`config.mk`:
```
export PLATFORM = sky130hd
export DESIGN_NAME = nx_node
export DESIGN_NICKNAME = d
export VERILOG_FILES = /design/src/verilog/nx_pkg.sv /design/src/verilog/nx_egress_stage.sv /design/src/verilog/nx_logic_core.sv /design/src/verilog/nx_msg_decoder.sv /design/src/verilog/nx_node.sv /design/src/verilog/nx_route_stage.sv
export VERILOG_INCLUDE_DIRS = /design/src /design/src/verilog
export SDC_FILE = /design/constraint.sdc
export NUM_CORES = 1
export LEC_CHECK = 0
export ABC_AREA = 1
export CAP_MARGIN = 20
export CELL_PAD_IN_SITES_DETAIL_PLACEMENT = 1
export CELL_PAD_IN_SITES_GLOBAL_PLACEMENT = 2
export CORE_UTILIZATION = 42
export CTS_CLUSTER_SIZE = 12
export DETAILED_ROUTE_END_ITERATION = 7
export DONT_BUFFER_PORTS = 1
export GPL_ROUTABILITY_DRIVEN = 0
export GPL_TIMING_DRIVEN = 0
export PLACE_DENSITY_LB_ADDON = 0.08
export SKIP_LAST_GASP = 1
export SLEW_MARGIN = 20
export SYNTH_ARGS = -nofsm -noshare
export SYNTH_HDL_FRONTEND = slang
export SYNTH_HIERARCHICAL = 1
export SYNTH_SLANG_ARGS = --single-unit
```
`constraint.sdc`:
```
create_clock -name clk_i -period 4.4 [get_ports clk_i]
set_input_delay 0.88 -clock clk_i [delete_from_list [all_inputs] [get_ports clk_i]]
set_output_delay 0.88 -clock clk_i [all_outputs]
set_load 0.01 [all_outputs]
```
`src/verilog/nx_defines.svh`:
```
// ---------------------------------------------------------------------------
// Widths and depths shared by every stage of the node
// Outputs are taken from the lowest working registers
// ---------------------------------------------------------------------------
`ifndef NX_DEFINES_SVH
`define NX_DEFINES_SVH

// Node address
`define NX_ROW_WIDTH    4
`define NX_COL_WIDTH    4

// Message stream
`define NX_STREAM_WIDTH 32

// Simulated logic
`define NX_INPUTS       8
`define NX_OUTPUTS      8
`define NX_REGISTERS    8
`define NX_MAX_INSTRS   16

`endif

```
`src/verilog/nx_pkg.sv`:
```
// ---------------------------------------------------------------------------
// Message, instruction and routing types for the node
// Routing goes by columns first, then rows
// ---------------------------------------------------------------------------
`default_nettype none

`include "nx_defines.svh"

package nx_pkg;

    // Message command field
    typedef enum logic [1:0] {
        cmd_load_instr, cmd_set_input, cmd_map_output, cmd_reserved
    } nx_command_t;

    // Outbound direction
    typedef enum logic [1:0] {
        dir_north, dir_east, dir_south, dir_west
    } nx_dir_t;

    // Logic operations of the core
    typedef enum logic [2:0] {
        op_and, op_or, op_xor, op_nand, op_nor, op_xnor, op_inv, op_copy
    } nx_opcode_t;

    // Payload fills whatever the header leaves
    typedef struct packed {
        logic [`NX_ROW_WIDTH-1:0] tgt_row;
        logic [`NX_COL_WIDTH-1:0] tgt_col;
        nx_command_t              command;
        logic [`NX_STREAM_WIDTH-`NX_ROW_WIDTH-`NX_COL_WIDTH-3:0] payload;
    } nx_msg_t;

    // Source top bit picks an input bit over a register
    typedef struct packed {
        nx_opcode_t opcode;
        logic [3:0] src_a;
        logic [3:0] src_b;
        logic [2:0] dst;
    } nx_instr_t;

    typedef struct packed {
        nx_msg_t msg;
        nx_dir_t dir;
    } nx_bypass_t;

    function automatic nx_dir_t nx_route_dir(
        input logic [`NX_ROW_WIDTH-1:0] own_row,
        input logic [`NX_COL_WIDTH-1:0] own_col,
        input logic [`NX_ROW_WIDTH-1:0] tgt_row,
        input logic [`NX_COL_WIDTH-1:0] tgt_col
    );
        nx_dir_t dir;
        // Columns first
        if (tgt_col != own_col) begin
            dir = (tgt_col > own_col) ? dir_east : dir_west;
        end else begin
            dir = (tgt_row > own_row) ? dir_south : dir_north;
        end
        return dir;
    endfunction

endpackage : nx_pkg

`default_nettype wire

```
`src/verilog/nx_egress_stage.sv`:
```
// ---------------------------------------------------------------------------
// Output mapping, change detection and the outbound register
// Bypass always wins; mappings back to this node are not supported
// ---------------------------------------------------------------------------
`timescale 1ns/100ps
`default_nettype none

`include "nx_defines.svh"

module nx_egress_stage (
      input  wire logic                            clk_i
    , input  wire logic                            reset_i
    // Mapping updates
    , input  wire logic [$clog2(`NX_OUTPUTS)-1:0]  map_idx_i
    , input  wire logic [`NX_ROW_WIDTH-1:0]        map_row_i
    , input  wire logic [`NX_COL_WIDTH-1:0]        map_col_i
    , input  wire logic [$clog2(`NX_INPUTS)-1:0]   map_tgt_idx_i
    , input  wire logic                            map_valid_i
    // Core results
    , input  wire logic [`NX_OUTPUTS-1:0]          outputs_i
    , input  wire logic                            done_i
    // Bypass traffic
    , input  wire nx_pkg::nx_bypass_t              byp_i
    , input  wire logic                            byp_valid_i
    , output logic                                 byp_ready_o
    , input  wire logic [`NX_ROW_WIDTH-1:0]        node_row_i
    , input  wire logic [`NX_COL_WIDTH-1:0]        node_col_i
    // Outbound streams
    , output nx_pkg::nx_msg_t ob_north_data_o
    , output logic            ob_north_valid_o
    , input  wire logic       ob_north_ready_i
    , output nx_pkg::nx_msg_t ob_east_data_o
    , output logic            ob_east_valid_o
    , input  wire logic       ob_east_ready_i
    , output nx_pkg::nx_msg_t ob_south_data_o
    , output logic            ob_south_valid_o
    , input  wire logic       ob_south_ready_i
    , output nx_pkg::nx_msg_t ob_west_data_o
    , output logic            ob_west_valid_o
    , input  wire logic       ob_west_ready_i
    , output logic            idle_o
);

localparam int unsigned OUT_W = $clog2(`NX_OUTPUTS);

// Mapping table and last value sent per output
logic [`NX_OUTPUTS-1:0]         map_vld_q;
logic [`NX_OUTPUTS-1:0]         last_q;
logic [`NX_ROW_WIDTH-1:0]       map_row_q [`NX_OUTPUTS];
logic [`NX_COL_WIDTH-1:0]       map_col_q [`NX_OUTPUTS];
logic [$clog2(`NX_INPUTS)-1:0]  map_tidx_q [`NX_OUTPUTS];

logic               scan_q;
logic [OUT_W-1:0]   scan_idx_q;
logic               emit_req;
logic               emit_ack;
nx_pkg::nx_bypass_t emit;
nx_pkg::nx_bypass_t out_q;
logic               out_valid_q;
logic               out_ready;
logic               load_en;

// ---------------------------------------------------------------------------
// Scan for changed outputs
// ---------------------------------------------------------------------------

assign emit_req = scan_q && map_vld_q[scan_idx_q] &&
                  (outputs_i[scan_idx_q] != last_q[scan_idx_q]);

// Set-input message for the scanned output
always_comb begin
    emit.msg.tgt_row = map_row_q[scan_idx_q];
    emit.msg.tgt_col = map_col_q[scan_idx_q];
    emit.msg.command = nx_pkg::cmd_set_input;
    emit.msg.payload = '0;
    emit.msg.payload[2:0] = map_tidx_q[scan_idx_q];
    emit.msg.payload[3]   = outputs_i[scan_idx_q];
    emit.dir = nx_pkg::nx_route_dir(node_row_i, node_col_i, map_row_q[scan_idx_q],
                                    map_col_q[scan_idx_q]);
end

always_ff @(posedge clk_i) begin
    if (reset_i) begin
        map_vld_q  <= '0;
        last_q     <= '0;
        scan_q     <= 1'b0;
        scan_idx_q <= '0;
    end else begin
        if (map_valid_i) begin
            map_vld_q[map_idx_i] <= 1'b1;
        end
        if (emit_ack) begin
            last_q[scan_idx_q] <= outputs_i[scan_idx_q];
        end
        // Restart on done, otherwise step past sent or unchanged outputs
        if (done_i) begin
            scan_q     <= 1'b1;
            scan_idx_q <= '0;
        end else if (scan_q && (!emit_req || emit_ack)) begin
            scan_idx_q <= scan_idx_q + 1'b1;
            if (scan_idx_q == OUT_W'(`NX_OUTPUTS - 1)) begin
                scan_q <= 1'b0;
            end
        end
    end
end

// Mapping targets
always_ff @(posedge clk_i) begin
    if (map_valid_i) begin
        map_row_q[map_idx_i]  <= map_row_i;
        map_col_q[map_idx_i]  <= map_col_i;
        map_tidx_q[map_idx_i] <= map_tgt_idx_i;
    end
end

// ---------------------------------------------------------------------------
// Merge and outbound register
// ---------------------------------------------------------------------------

always_comb begin
    case (out_q.dir)
        nx_pkg::dir_north: out_ready = ob_north_ready_i;
        nx_pkg::dir_east:  out_ready = ob_east_ready_i;
        nx_pkg::dir_south: out_ready = ob_south_ready_i;
        default:           out_ready = ob_west_ready_i;
    endcase
end

assign load_en     = !out_valid_q || out_ready;
assign byp_ready_o = load_en;
assign emit_ack    = load_en && !byp_valid_i && emit_req;

always_ff @(posedge clk_i) begin
    if (reset_i) begin
        out_valid_q <= 1'b0;
    end else if (load_en) begin
        out_valid_q <= byp_valid_i || emit_req;
    end
end

always_ff @(posedge clk_i) begin
    if (load_en) begin
        out_q <= byp_valid_i ? byp_i : emit;
    end
end

// Data fans out, valid only to its direction
assign ob_north_data_o  = out_q.msg;
assign ob_east_data_o   = out_q.msg;
assign ob_south_data_o  = out_q.msg;
assign ob_west_data_o   = out_q.msg;
assign ob_north_valid_o = out_valid_q && (out_q.dir == nx_pkg::dir_north);
assign ob_east_valid_o  = out_valid_q && (out_q.dir == nx_pkg::dir_east);
assign ob_south_valid_o = out_valid_q && (out_q.dir == nx_pkg::dir_south);
assign ob_west_valid_o  = out_valid_q && (out_q.dir == nx_pkg::dir_west);

assign idle_o = !scan_q && !out_valid_q;

endmodule : nx_egress_stage

`default_nettype wire

```
`src/verilog/nx_logic_core.sv`:
```
// ---------------------------------------------------------------------------
// Program store and sequencer; trigger is ignored while a run is going
// Loads past the store depth are dropped
// ---------------------------------------------------------------------------
`timescale 1ns/100ps
`default_nettype none

`include "nx_defines.svh"

module nx_logic_core (
      input  wire logic                           clk_i
    , input  wire logic                           reset_i
    , input  wire logic                           trigger_i
    // Instruction load
    , input  wire nx_pkg::nx_instr_t              instr_i
    , input  wire logic                           instr_valid_i
    // Input set
    , input  wire logic [$clog2(`NX_INPUTS)-1:0]  input_idx_i
    , input  wire logic                           input_state_i
    , input  wire logic                           input_valid_i
    // Results
    , output logic [`NX_OUTPUTS-1:0]              outputs_o
    , output logic                                done_o
    , output logic                                idle_o
);

// Count reaches the full depth, so one extra bit
localparam int unsigned PC_W = $clog2(`NX_MAX_INSTRS) + 1;

typedef enum logic {
    st_idle,
    st_run
} state_t;

nx_pkg::nx_instr_t        store_q [`NX_MAX_INSTRS];
logic [PC_W-1:0]          count_q;
logic [PC_W-1:0]          pc_q;
logic [`NX_INPUTS-1:0]    inputs_q;
logic [`NX_REGISTERS-1:0] regs_q;
state_t                   state_q;

nx_pkg::nx_instr_t cur;
logic              store_full;
logic              run_last;
logic              op_a;
logic              op_b;
logic              result;

assign store_full = (count_q == PC_W'(`NX_MAX_INSTRS));
assign run_last   = (pc_q == count_q);
assign cur        = store_q[pc_q[PC_W-2:0]];

// ---------------------------------------------------------------------------
// Execute
// ---------------------------------------------------------------------------

always_comb begin
    // Top source bit selects the input bits
    op_a = cur.src_a[3] ? inputs_q[cur.src_a[2:0]] : regs_q[cur.src_a[2:0]];
    op_b = cur.src_b[3] ? inputs_q[cur.src_b[2:0]] : regs_q[cur.src_b[2:0]];
    case (cur.opcode)
        nx_pkg::op_and:  result = op_a & op_b;
        nx_pkg::op_or:   result = op_a | op_b;
        nx_pkg::op_xor:  result = op_a ^ op_b;
        nx_pkg::op_nand: result = ~(op_a & op_b);
        nx_pkg::op_nor:  result = ~(op_a | op_b);
        nx_pkg::op_xnor: result = ~(op_a ^ op_b);
        nx_pkg::op_inv:  result = ~op_a;
        default:         result = op_a;
    endcase
end

// Program memory
always_ff @(posedge clk_i) begin
    if (instr_valid_i && !store_full) begin
        store_q[count_q[PC_W-2:0]] <= instr_i;
    end
end

always_ff @(posedge clk_i) begin
    if (reset_i) begin
        count_q  <= '0;
        pc_q     <= '0;
        inputs_q <= '0;
        regs_q   <= '0;
        state_q  <= st_idle;
    end else begin
        if (instr_valid_i && !store_full) begin
            count_q <= count_q + 1'b1;
        end
        if (input_valid_i) begin
            inputs_q[input_idx_i] <= input_state_i;
        end
        case (state_q)
            st_idle: begin
                if (trigger_i) begin
                    state_q <= st_run;
                    pc_q    <= '0;
                end
            end
            default: begin
                // One instruction per cycle, last cycle only ends the run
                if (run_last) begin
                    state_q <= st_idle;
                end else begin
                    regs_q[cur.dst] <= result;
                    pc_q            <= pc_q + 1'b1;
                end
            end
        endcase
    end
end

assign outputs_o = regs_q[`NX_OUTPUTS-1:0];
assign done_o    = (state_q == st_run) && run_last;
assign idle_o    = (state_q == st_idle);

endmodule : nx_logic_core

`default_nettype wire

```
`src/verilog/nx_msg_decoder.sv`:
```
// ---------------------------------------------------------------------------
// Local message decoder, always ready; reserved commands are dropped
// ---------------------------------------------------------------------------
`timescale 1ns/100ps
`default_nettype none

`include "nx_defines.svh"

module nx_msg_decoder (
      input  wire logic                             clk_i
    , input  wire logic                             reset_i
    // Local messages
    , input  wire nx_pkg::nx_msg_t                  loc_msg_i
    , input  wire logic                             loc_valid_i
    , output logic                                  loc_ready_o
    // Instruction load
    , output nx_pkg::nx_instr_t                     instr_o
    , output logic                                  instr_valid_o
    // Input set
    , output logic [$clog2(`NX_INPUTS)-1:0]         input_idx_o
    , output logic                                  input_state_o
    , output logic                                  input_valid_o
    // Output mapping
    , output logic [$clog2(`NX_OUTPUTS)-1:0]        map_idx_o
    , output logic [`NX_ROW_WIDTH-1:0]              map_row_o
    , output logic [`NX_COL_WIDTH-1:0]              map_col_o
    , output logic [$clog2(`NX_INPUTS)-1:0]         map_tgt_idx_o
    , output logic                                  map_valid_o
    , output logic                                  idle_o
);

logic is_load;
logic is_set;
logic is_map;

assign loc_ready_o = 1'b1;

// Command decode
always_comb begin
    is_load = 1'b0;
    is_set  = 1'b0;
    is_map  = 1'b0;
    case (loc_msg_i.command)
        nx_pkg::cmd_load_instr: is_load = loc_valid_i;
        nx_pkg::cmd_set_input:  is_set  = loc_valid_i;
        nx_pkg::cmd_map_output: is_map  = loc_valid_i;
        default: ;
    endcase
end

// Strobes, one cycle each
always_ff @(posedge clk_i) begin
    if (reset_i) begin
        instr_valid_o <= 1'b0;
        input_valid_o <= 1'b0;
        map_valid_o   <= 1'b0;
    end else begin
        instr_valid_o <= is_load;
        input_valid_o <= is_set;
        map_valid_o   <= is_map;
    end
end

// ---------------------------------------------------------------------------
// Payload unpacking
// ---------------------------------------------------------------------------

always_ff @(posedge clk_i) begin
    if (loc_valid_i) begin
        instr_o       <= nx_pkg::nx_instr_t'(loc_msg_i.payload[$bits(nx_pkg::nx_instr_t)-1:0]);
        // Set input: index low, state above
        input_idx_o   <= loc_msg_i.payload[2:0];
        input_state_o <= loc_msg_i.payload[3];
        // Map: index, column, row, then target input
        map_idx_o     <= loc_msg_i.payload[2:0];
        map_col_o     <= loc_msg_i.payload[6:3];
        map_row_o     <= loc_msg_i.payload[10:7];
        map_tgt_idx_o <= loc_msg_i.payload[13:11];
    end
end

// Nothing left to hand on
assign idle_o = !(instr_valid_o || input_valid_o || map_valid_o);

endmodule : nx_msg_decoder

`default_nettype wire

```
`src/verilog/nx_node.sv`:
```
// ---------------------------------------------------------------------------
// One logic node with a single inbound stream and four outbound streams
// ---------------------------------------------------------------------------
`timescale 1ns/100ps
`default_nettype none

`include "nx_defines.svh"

module nx_node (
      input  wire logic                     clk_i
    , input  wire logic                     reset_i
    , input  wire logic [`NX_ROW_WIDTH-1:0] node_row_i
    , input  wire logic [`NX_COL_WIDTH-1:0] node_col_i
    , input  wire logic                     trigger_i
    , output logic                          idle_o
    // Inbound stream
    , input  wire nx_pkg::nx_msg_t ib_msg_i
    , input  wire logic            ib_valid_i
    , output logic                 ib_ready_o
    // Outbound streams
    , output nx_pkg::nx_msg_t ob_north_data_o
    , output logic            ob_north_valid_o
    , input  wire logic       ob_north_ready_i
    , output nx_pkg::nx_msg_t ob_east_data_o
    , output logic            ob_east_valid_o
    , input  wire logic       ob_east_ready_i
    , output nx_pkg::nx_msg_t ob_south_data_o
    , output logic            ob_south_valid_o
    , input  wire logic       ob_south_ready_i
    , output nx_pkg::nx_msg_t ob_west_data_o
    , output logic            ob_west_valid_o
    , input  wire logic       ob_west_ready_i
);

nx_pkg::nx_msg_t    loc_msg;
logic               loc_valid;
logic               loc_ready;
nx_pkg::nx_bypass_t byp;
logic               byp_valid;
logic               byp_ready;

nx_pkg::nx_instr_t             instr;
logic                          instr_valid;
logic [$clog2(`NX_INPUTS)-1:0] input_idx;
logic                          input_state;
logic                          input_valid;

logic [$clog2(`NX_OUTPUTS)-1:0] map_idx;
logic [`NX_ROW_WIDTH-1:0]       map_row;
logic [`NX_COL_WIDTH-1:0]       map_col;
logic [$clog2(`NX_INPUTS)-1:0]  map_tgt_idx;
logic                           map_valid;

logic [`NX_OUTPUTS-1:0] core_outputs;
logic                   core_done;
logic                   decode_idle;
logic                   core_idle;
logic                   egress_idle;

// ---------------------------------------------------------------------------
// Pipeline stages
// ---------------------------------------------------------------------------

nx_route_stage route (
      .clk_i(clk_i), .reset_i(reset_i)
    , .node_row_i(node_row_i), .node_col_i(node_col_i)
    , .ib_msg_i(ib_msg_i), .ib_valid_i(ib_valid_i), .ib_ready_o(ib_ready_o)
    , .loc_msg_o(loc_msg), .loc_valid_o(loc_valid), .loc_ready_i(loc_ready)
    , .byp_o(byp), .byp_valid_o(byp_valid), .byp_ready_i(byp_ready)
);

nx_msg_decoder decoder (
      .clk_i(clk_i), .reset_i(reset_i)
    , .loc_msg_i(loc_msg), .loc_valid_i(loc_valid), .loc_ready_o(loc_ready)
    , .instr_o(instr), .instr_valid_o(instr_valid)
    , .input_idx_o(input_idx), .input_state_o(input_state), .input_valid_o(input_valid)
    , .map_idx_o(map_idx), .map_row_o(map_row), .map_col_o(map_col)
    , .map_tgt_idx_o(map_tgt_idx), .map_valid_o(map_valid)
    , .idle_o(decode_idle)
);

nx_logic_core core (
      .clk_i(clk_i), .reset_i(reset_i), .trigger_i(trigger_i)
    , .instr_i(instr), .instr_valid_i(instr_valid)
    , .input_idx_i(input_idx), .input_state_i(input_state), .input_valid_i(input_valid)
    , .outputs_o(core_outputs), .done_o(core_done), .idle_o(core_idle)
);

nx_egress_stage egress (
      .clk_i(clk_i), .reset_i(reset_i)
    , .map_idx_i(map_idx), .map_row_i(map_row), .map_col_i(map_col)
    , .map_tgt_idx_i(map_tgt_idx), .map_valid_i(map_valid)
    , .outputs_i(core_outputs), .done_i(core_done)
    , .byp_i(byp), .byp_valid_i(byp_valid), .byp_ready_o(byp_ready)
    , .node_row_i(node_row_i), .node_col_i(node_col_i)
    , .ob_north_data_o(ob_north_data_o), .ob_north_valid_o(ob_north_valid_o)
    , .ob_north_ready_i(ob_north_ready_i)
    , .ob_east_data_o(ob_east_data_o), .ob_east_valid_o(ob_east_valid_o)
    , .ob_east_ready_i(ob_east_ready_i)
    , .ob_south_data_o(ob_south_data_o), .ob_south_valid_o(ob_south_valid_o)
    , .ob_south_ready_i(ob_south_ready_i)
    , .ob_west_data_o(ob_west_data_o), .ob_west_valid_o(ob_west_valid_o)
    , .ob_west_ready_i(ob_west_ready_i)
    , .idle_o(egress_idle)
);

// Route stage is idle when its register is empty
always_ff @(posedge clk_i) begin
    if (reset_i) begin
        idle_o <= 1'b0;
    end else begin
        idle_o <= !loc_valid && !byp_valid && decode_idle && core_idle && egress_idle;
    end
end

endmodule : nx_node

`default_nettype wire

```
`src/verilog/nx_route_stage.sv`:
```
// ---------------------------------------------------------------------------
// Single-entry inbound register, split into local and bypass traffic
// ---------------------------------------------------------------------------
`timescale 1ns/100ps
`default_nettype none

`include "nx_defines.svh"

module nx_route_stage (
      input  wire logic                     clk_i
    , input  wire logic                     reset_i
    // Own address
    , input  wire logic [`NX_ROW_WIDTH-1:0] node_row_i
    , input  wire logic [`NX_COL_WIDTH-1:0] node_col_i
    // Inbound stream
    , input  wire nx_pkg::nx_msg_t          ib_msg_i
    , input  wire logic                     ib_valid_i
    , output logic                          ib_ready_o
    // Messages for this node
    , output nx_pkg::nx_msg_t               loc_msg_o
    , output logic                          loc_valid_o
    , input  wire logic                     loc_ready_i
    // Messages passing through
    , output nx_pkg::nx_bypass_t            byp_o
    , output logic                          byp_valid_o
    , input  wire logic                     byp_ready_i
);

nx_pkg::nx_msg_t msg_q;
logic            full_q;
logic            is_local;
logic            drain;

// Address match on the held message
assign is_local = (msg_q.tgt_row == node_row_i) && (msg_q.tgt_col == node_col_i);

// Emptied this cycle by whichever side it goes to
assign drain = full_q && (is_local ? loc_ready_i : byp_ready_i);

// Accept when empty or emptying
assign ib_ready_o = !full_q || drain;

always_ff @(posedge clk_i) begin
    if (reset_i) begin
        full_q <= 1'b0;
    end else if (ib_valid_i && ib_ready_o) begin
        full_q <= 1'b1;
    end else if (drain) begin
        full_q <= 1'b0;
    end
end

// Held message
always_ff @(posedge clk_i) begin
    if (ib_valid_i && ib_ready_o) begin
        msg_q <= ib_msg_i;
    end
end

// ---------------------------------------------------------------------------
// Outputs
// ---------------------------------------------------------------------------

assign loc_msg_o   = msg_q;
assign loc_valid_o = full_q && is_local;

assign byp_o.msg   = msg_q;
assign byp_o.dir   = nx_pkg::nx_route_dir(node_row_i, node_col_i, msg_q.tgt_row,
                                          msg_q.tgt_col);
assign byp_valid_o = full_q && !is_local;

endmodule : nx_route_stage

`default_nettype wire

```
### Yosys cells after proc, flatten, opt, wreduce, memory -nomap -nowiden

Memory sizes are Yosys's and may differ from the RTL's. A register that Yosys moved wholly into a read port is not among the register bits.
Cells that the tools add are included.

* register bits after elaboration: 134
* memory bits (writable): 312
* input port bits: 48
* output and inout port bits: 134
* word-level logic and storage cells: 193
* memories: 4

* add/subtract/negate cells: 3
* order comparisons: 12
* equal/unequal tests: 20
* mux-type cells: 58
* bitwise logic cells: 13
* reduce and logical (&&, ||, !) cells: 53

Memories
* core.store_q: words 16, bits a word 14, rd ports 1, clocked after memory_dff 1, wr ports 1, RTL line nx_logic_core.sv:35 `` nx_pkg::nx_instr_t store_q [`NX_MAX_INSTRS]; ``
* egress.map_col_q: words 8, bits a word 4, rd ports 1, clocked after memory_dff 1, wr ports 1, RTL line nx_egress_stage.sv:50 `` logic [`NX_COL_WIDTH-1:0] map_col_q [`NX_OUTPUTS]; ``
* egress.map_row_q: words 8, bits a word 4, rd ports 1, clocked after memory_dff 1, wr ports 1, RTL line nx_egress_stage.sv:49 `` logic [`NX_ROW_WIDTH-1:0] map_row_q [`NX_OUTPUTS]; ``
* egress.map_tidx_q: words 8, bits a word 3, rd ports 1, clocked after memory_dff 1, wr ports 1, RTL line nx_egress_stage.sv:51 `` logic [$clog2(`NX_INPUTS)-1:0] map_tidx_q [`NX_OUTPUTS]; ``

Operator list (count)
* 34-bit two-way mux: 1
* 1-bit two-way mux: 25
* 8-bit bitwise mux: 3
* 1-bit logical AND: 24
* 1-bit binary-select mux with 3-bit select: 7
* 3-bit by 4-bit < comparator with 1-bit output, second input constant: 5
* 3-bit two-way mux: 6
* 4-bit greater-than comparator: 4
* 5-bit two-way mux: 3
* 3-bit == test, second input constant: 4
* 2-bit two-way mux: 6
* 5-bit by 1-bit adder with 5-bit output, second input constant: 2
* 1-bit demux with 3-bit select: 3
* 3-bit by 1-bit >= comparator with 1-bit output, second input constant: 3
* 1-bit zero test: 9
* 1-bit NOT: 9
* 4-bit == test: 2
* 4-bit two-way mux: 2
* 4-bit != test: 2
* 8-bit OR: 1
* 2-bit nonzero test: 4
* 2-bit OR reduction: 4
* 1-bit case mux with 7 select lines: 1
* 2-bit == test, second input constant: 3
* other kinds (16): 26

### Logic depth before layout (Yosys ltp)

* depth after elaboration: 11
* mapped depth: 23
* mapped depth without buffers: 21

### Modules after synthesis

The synthesis kept the hierarchy.

By module, submodules not included
* nx_logic_core: times used 1, cells each 1000, area each 11048.1 um2, sequential area each 7347.0 um2
* nx_egress_stage: times used 1, cells each 749, area each 7308.3 um2, sequential area each 4144.0 um2
* nx_route_stage: times used 1, cells each 109, area each 1503.9 um2, sequential area each 980.9 um2
* nx_msg_decoder: times used 1, cells each 51, area each 681.9 um2, sequential area each 480.5 um2
* nx_node: times used 1, cells each 8, area each 48.8 um2, sequential area each 20.0 um2

### Worst setup path after synthesis

OpenSTA, ideal clock, no wires.

* path type: input port to flip-flop
* start: input port ob_east_ready_i
* end: register route.msg_q, in the netlist route/byp_o[10], enable pin
* library setup time: 441 ps
* data arrival time: 3578 ps
* required time: 3959 ps
* slack: 382 ps
* stages: 6
* buffers on the path: 0
* cells stage by stage: nand3_1 -> nand3_1 -> nor3_1 -> inv_1 -> nand2_2 -> a31oi_1

* word-level cells in the longest chain between the ends: 6

RTL lines
* from (decl): RTL line nx_node.sv:26 `, input wire logic ob_east_ready_i`
* 1-bit case mux with 3 select lines: RTL line nx_egress_stage.sv:122 `case (out_q.dir)`
* 1-bit logical OR: RTL line nx_egress_stage.sv:130 `assign load_en = !out_valid_q || out_ready;`
* net byp_ready: RTL line nx_node.sv:40 `logic byp_ready;`
* 1-bit two-way mux: RTL line nx_route_stage.sv:38 `assign drain = full_q && (is_local ? loc_ready_i : byp_ready_i);`
* 1-bit logical AND: RTL line nx_route_stage.sv:38
* 1-bit logical OR: RTL line nx_route_stage.sv:41 `assign ib_ready_o = !full_q || drain;`
* 1-bit logical AND: RTL line nx_route_stage.sv:55 `if (ib_valid_i && ib_ready_o) begin`
* to (signal assigned): RTL line nx_route_stage.sv:56 `msg_q <= ib_msg_i;`
* to (decl): RTL line nx_route_stage.sv:29 `nx_pkg::nx_msg_t msg_q;`

The timed path passes the listed nets, and every way through them passes these cells.
A chain may end at the register's enable or synchronous reset.

==> impl_metrics.toml <==
[outcome]
outcome = "finished clean"

[detailed_routing]
vias = 13590
wl_met1_um = 25230
route.met3.wl_um = 1943
dr_wl_met2_um = 29690
drc = 0
drtIter0Drc = 696
highest_layer = "met4"
wl_per_cell_um = 22.28
firstDrtPassIters = 5
wl_um = 58030
drtAntennaViolNets = 0
avgViaCountPerCell = 5.217

[logic_synthesis]
syn_nets = 1973
synth_warnings = 6
avgSynthCellArea_um2 = 10.77
syn_area_um2 = 20470
synthCells = 1901

[run]
maxCapViolCount = 0

[place]
place_area_um2 = 21340
dp.cells = 2519
io_buffer_count = 0
dp_hpwl_um = 39140

[die]
io_pins = 182
die_w_um = 222.8
fp-row-count = 80
die_h_um = 222.8
dieArea_um2 = 49630
core_area_um2 = 47950
start_util_pct = 42.70

[cts]
cts_tree = "built"
post-cts-setup-buffer-count = 0
clk_latency_ps = 590
clockBufferDepth = 3
ctsResizeCount = 0
cts_sinks = 452
root_buffer = "clkbuf_16"
h-tree-depth = 2
holdBufCountCts = 0
cts_buffers = 49
cts.clk_slew.worst_paths_ps = 60

[critical_path]
rrSetupSlack_ps = 1140
cp.arrival_ps = 3730
reg2reg_to = "core/outputs_o[3]"
required_ps = 4860
path_common_cell = "nand3_1"
endpoint_kind = "flip-flop"
crit_family = "simple AND/OR/NAND/NOR gates"
cpMaxStageDelayCell = "buf_2"
cp_cell_sequence = "inv_1, buf_2, nand3_1, nand3_1, nand2_1, inv_1, nand3_1, nand3_1, nand3_1, nand2_1, inv_1, ha_1, nand3_1, nand3_1, nand2_1, nand4_2, nand2_4, a21oi_2"
critPathKind = "flip-flop to flip-flop"
timing.critical_path.buf_inv = 4
cpPeakStageDelay_ps = 400
reg2reg_depth = 18
critPathLaunchType = "flip-flop"
cp_max_fo = 10

[grt]
first_global_vias = 14170
grt_max_degree = 29
grt_overflow = 0
grtUsageTotal_pct = 23.58
antenna_found_initial = 2
grt_pass1_wl_um = 86930

[finish]
nFillCells = 5193
fin_area_um2 = 22880
area_growth_pct = 11.76
postLayoutCoreUtil_pct = 47.72
num-nets-final = 2027
multi_input_comb_area_um2 = 5167
drive_gt1_share_pct = 17.25
fin_cells = 2604
seqCellArea_um2 = 12970

[sta]
post-route-period-util_pct = 74.12
setup_viol = 0
finalMaxSlewViolations = 0
fmax_mhz = 306.6
hold_viol = 0
slew_headroom_pct = 29.78
period_minus_slack_ps = 3261
tightest_slew_ps = 1052
setup_tns_ps = 0
clock_skew_ps = 13.79
rsz0062_at_grt = "no"

[worst_hold_path]
worstHoldPathCells = 1
holdPathEnd = "route/full_q"
hold_path_startpoint = "reset_i"
hold_class = "input port to flip-flop"

[pwr]
power.density_nw_per_um2 = 412.5
peakVddDrop_mv = 0.2571
power.leakage_uw = 0.009021
==> report_power, final <==
| group | switching, uW | total (uW) | internal, uW |
|---|---|---|---|
| sequential | 80.5 | 4780 | 4700 |
| clock | 1660 | 4010 | 2350 |
| combinational | 357 | 648 | 291 |
==> worst max-delay path by stage <==
stage	start	endpoint	slack (ps)	cells after the start
CTS	flip-flop	core/outputs_o[3]	1100	18
floorplan	ob_east_ready_i	route/byp_o[10]	380	6
global route	flip-flop	core/outputs_o[7]	870	18
finish	flip-flop	core/outputs_o[3]	1140	18
detailed placement	flip-flop	core/outputs_o[3]	1130	18
global placement	ob_east_ready_i	route/byp_o[10]	-910	6
==> sequential cells by signal (all words and copies together) (netlist names), 2 cells and up, named ones only <==
name,cells
decoder/map_tgt_idx_o,3
egress/map_row_q,32
egress/out_q,2
route/byp_o,32
decoder/map_col_o,4
core/inputs_q,8
egress/scan_idx_q,3
core/outputs_o,8
core/count_q,5
egress/ob_east_data_o,32
egress/map_tidx_q,24
core/store_q,224
decoder/map_row_o,4
decoder/map_idx_o,3
egress/map_vld_q,8
egress/last_q,8
core/pc_q,5
egress/map_col_q,32
==> cell type report <==
cell class	count	area share [%]
Clock inverter	25	1.094
Tap cell	615	3.363
Sequential cell	452	56.70
Multi-Input combinational cell	1040	22.59
Buffer	237	7.509
Antenna cell	1	0.01094
Timing Repair Buffer	3	0.2734
Inverter	172	2.844
Clock buffer	59	5.617
==> placed cells by master (no fill, tap or decap), drive strengths merged, types with 19 or more instances in the layout <==
cell    count
clkinv     19
nand3     173
clkbuf     79
ha         24
o221ai     27
buf       220
edfxtp    392
dfxtp      60
nor2      214
inv       172
o21ai     122
nand2     361
a21oi      41
==> stage by stage <==
step / setup slack (ps) / power [uW] / hold slack, ps
after floorplan: 381.9 / 5363 / 440.7
after global placement: -913.0 / 5499 / 453.6
after detailed placement: 1133 / 5519 / 463.2
after CTS: 1100 / 9540 / 320.3
after global routing: 869.1 / 9731 / 326.3
final: 1139 / 9437 / 351.1
==> metal layers <==
metal	GRT usage (%)	vias up
li1	-	6427
met1	29.92	6846
met2	42.06	239
met3	3.478	74
met4	5.873	0
met5	0	-
(Power assumes the default switching activity.)
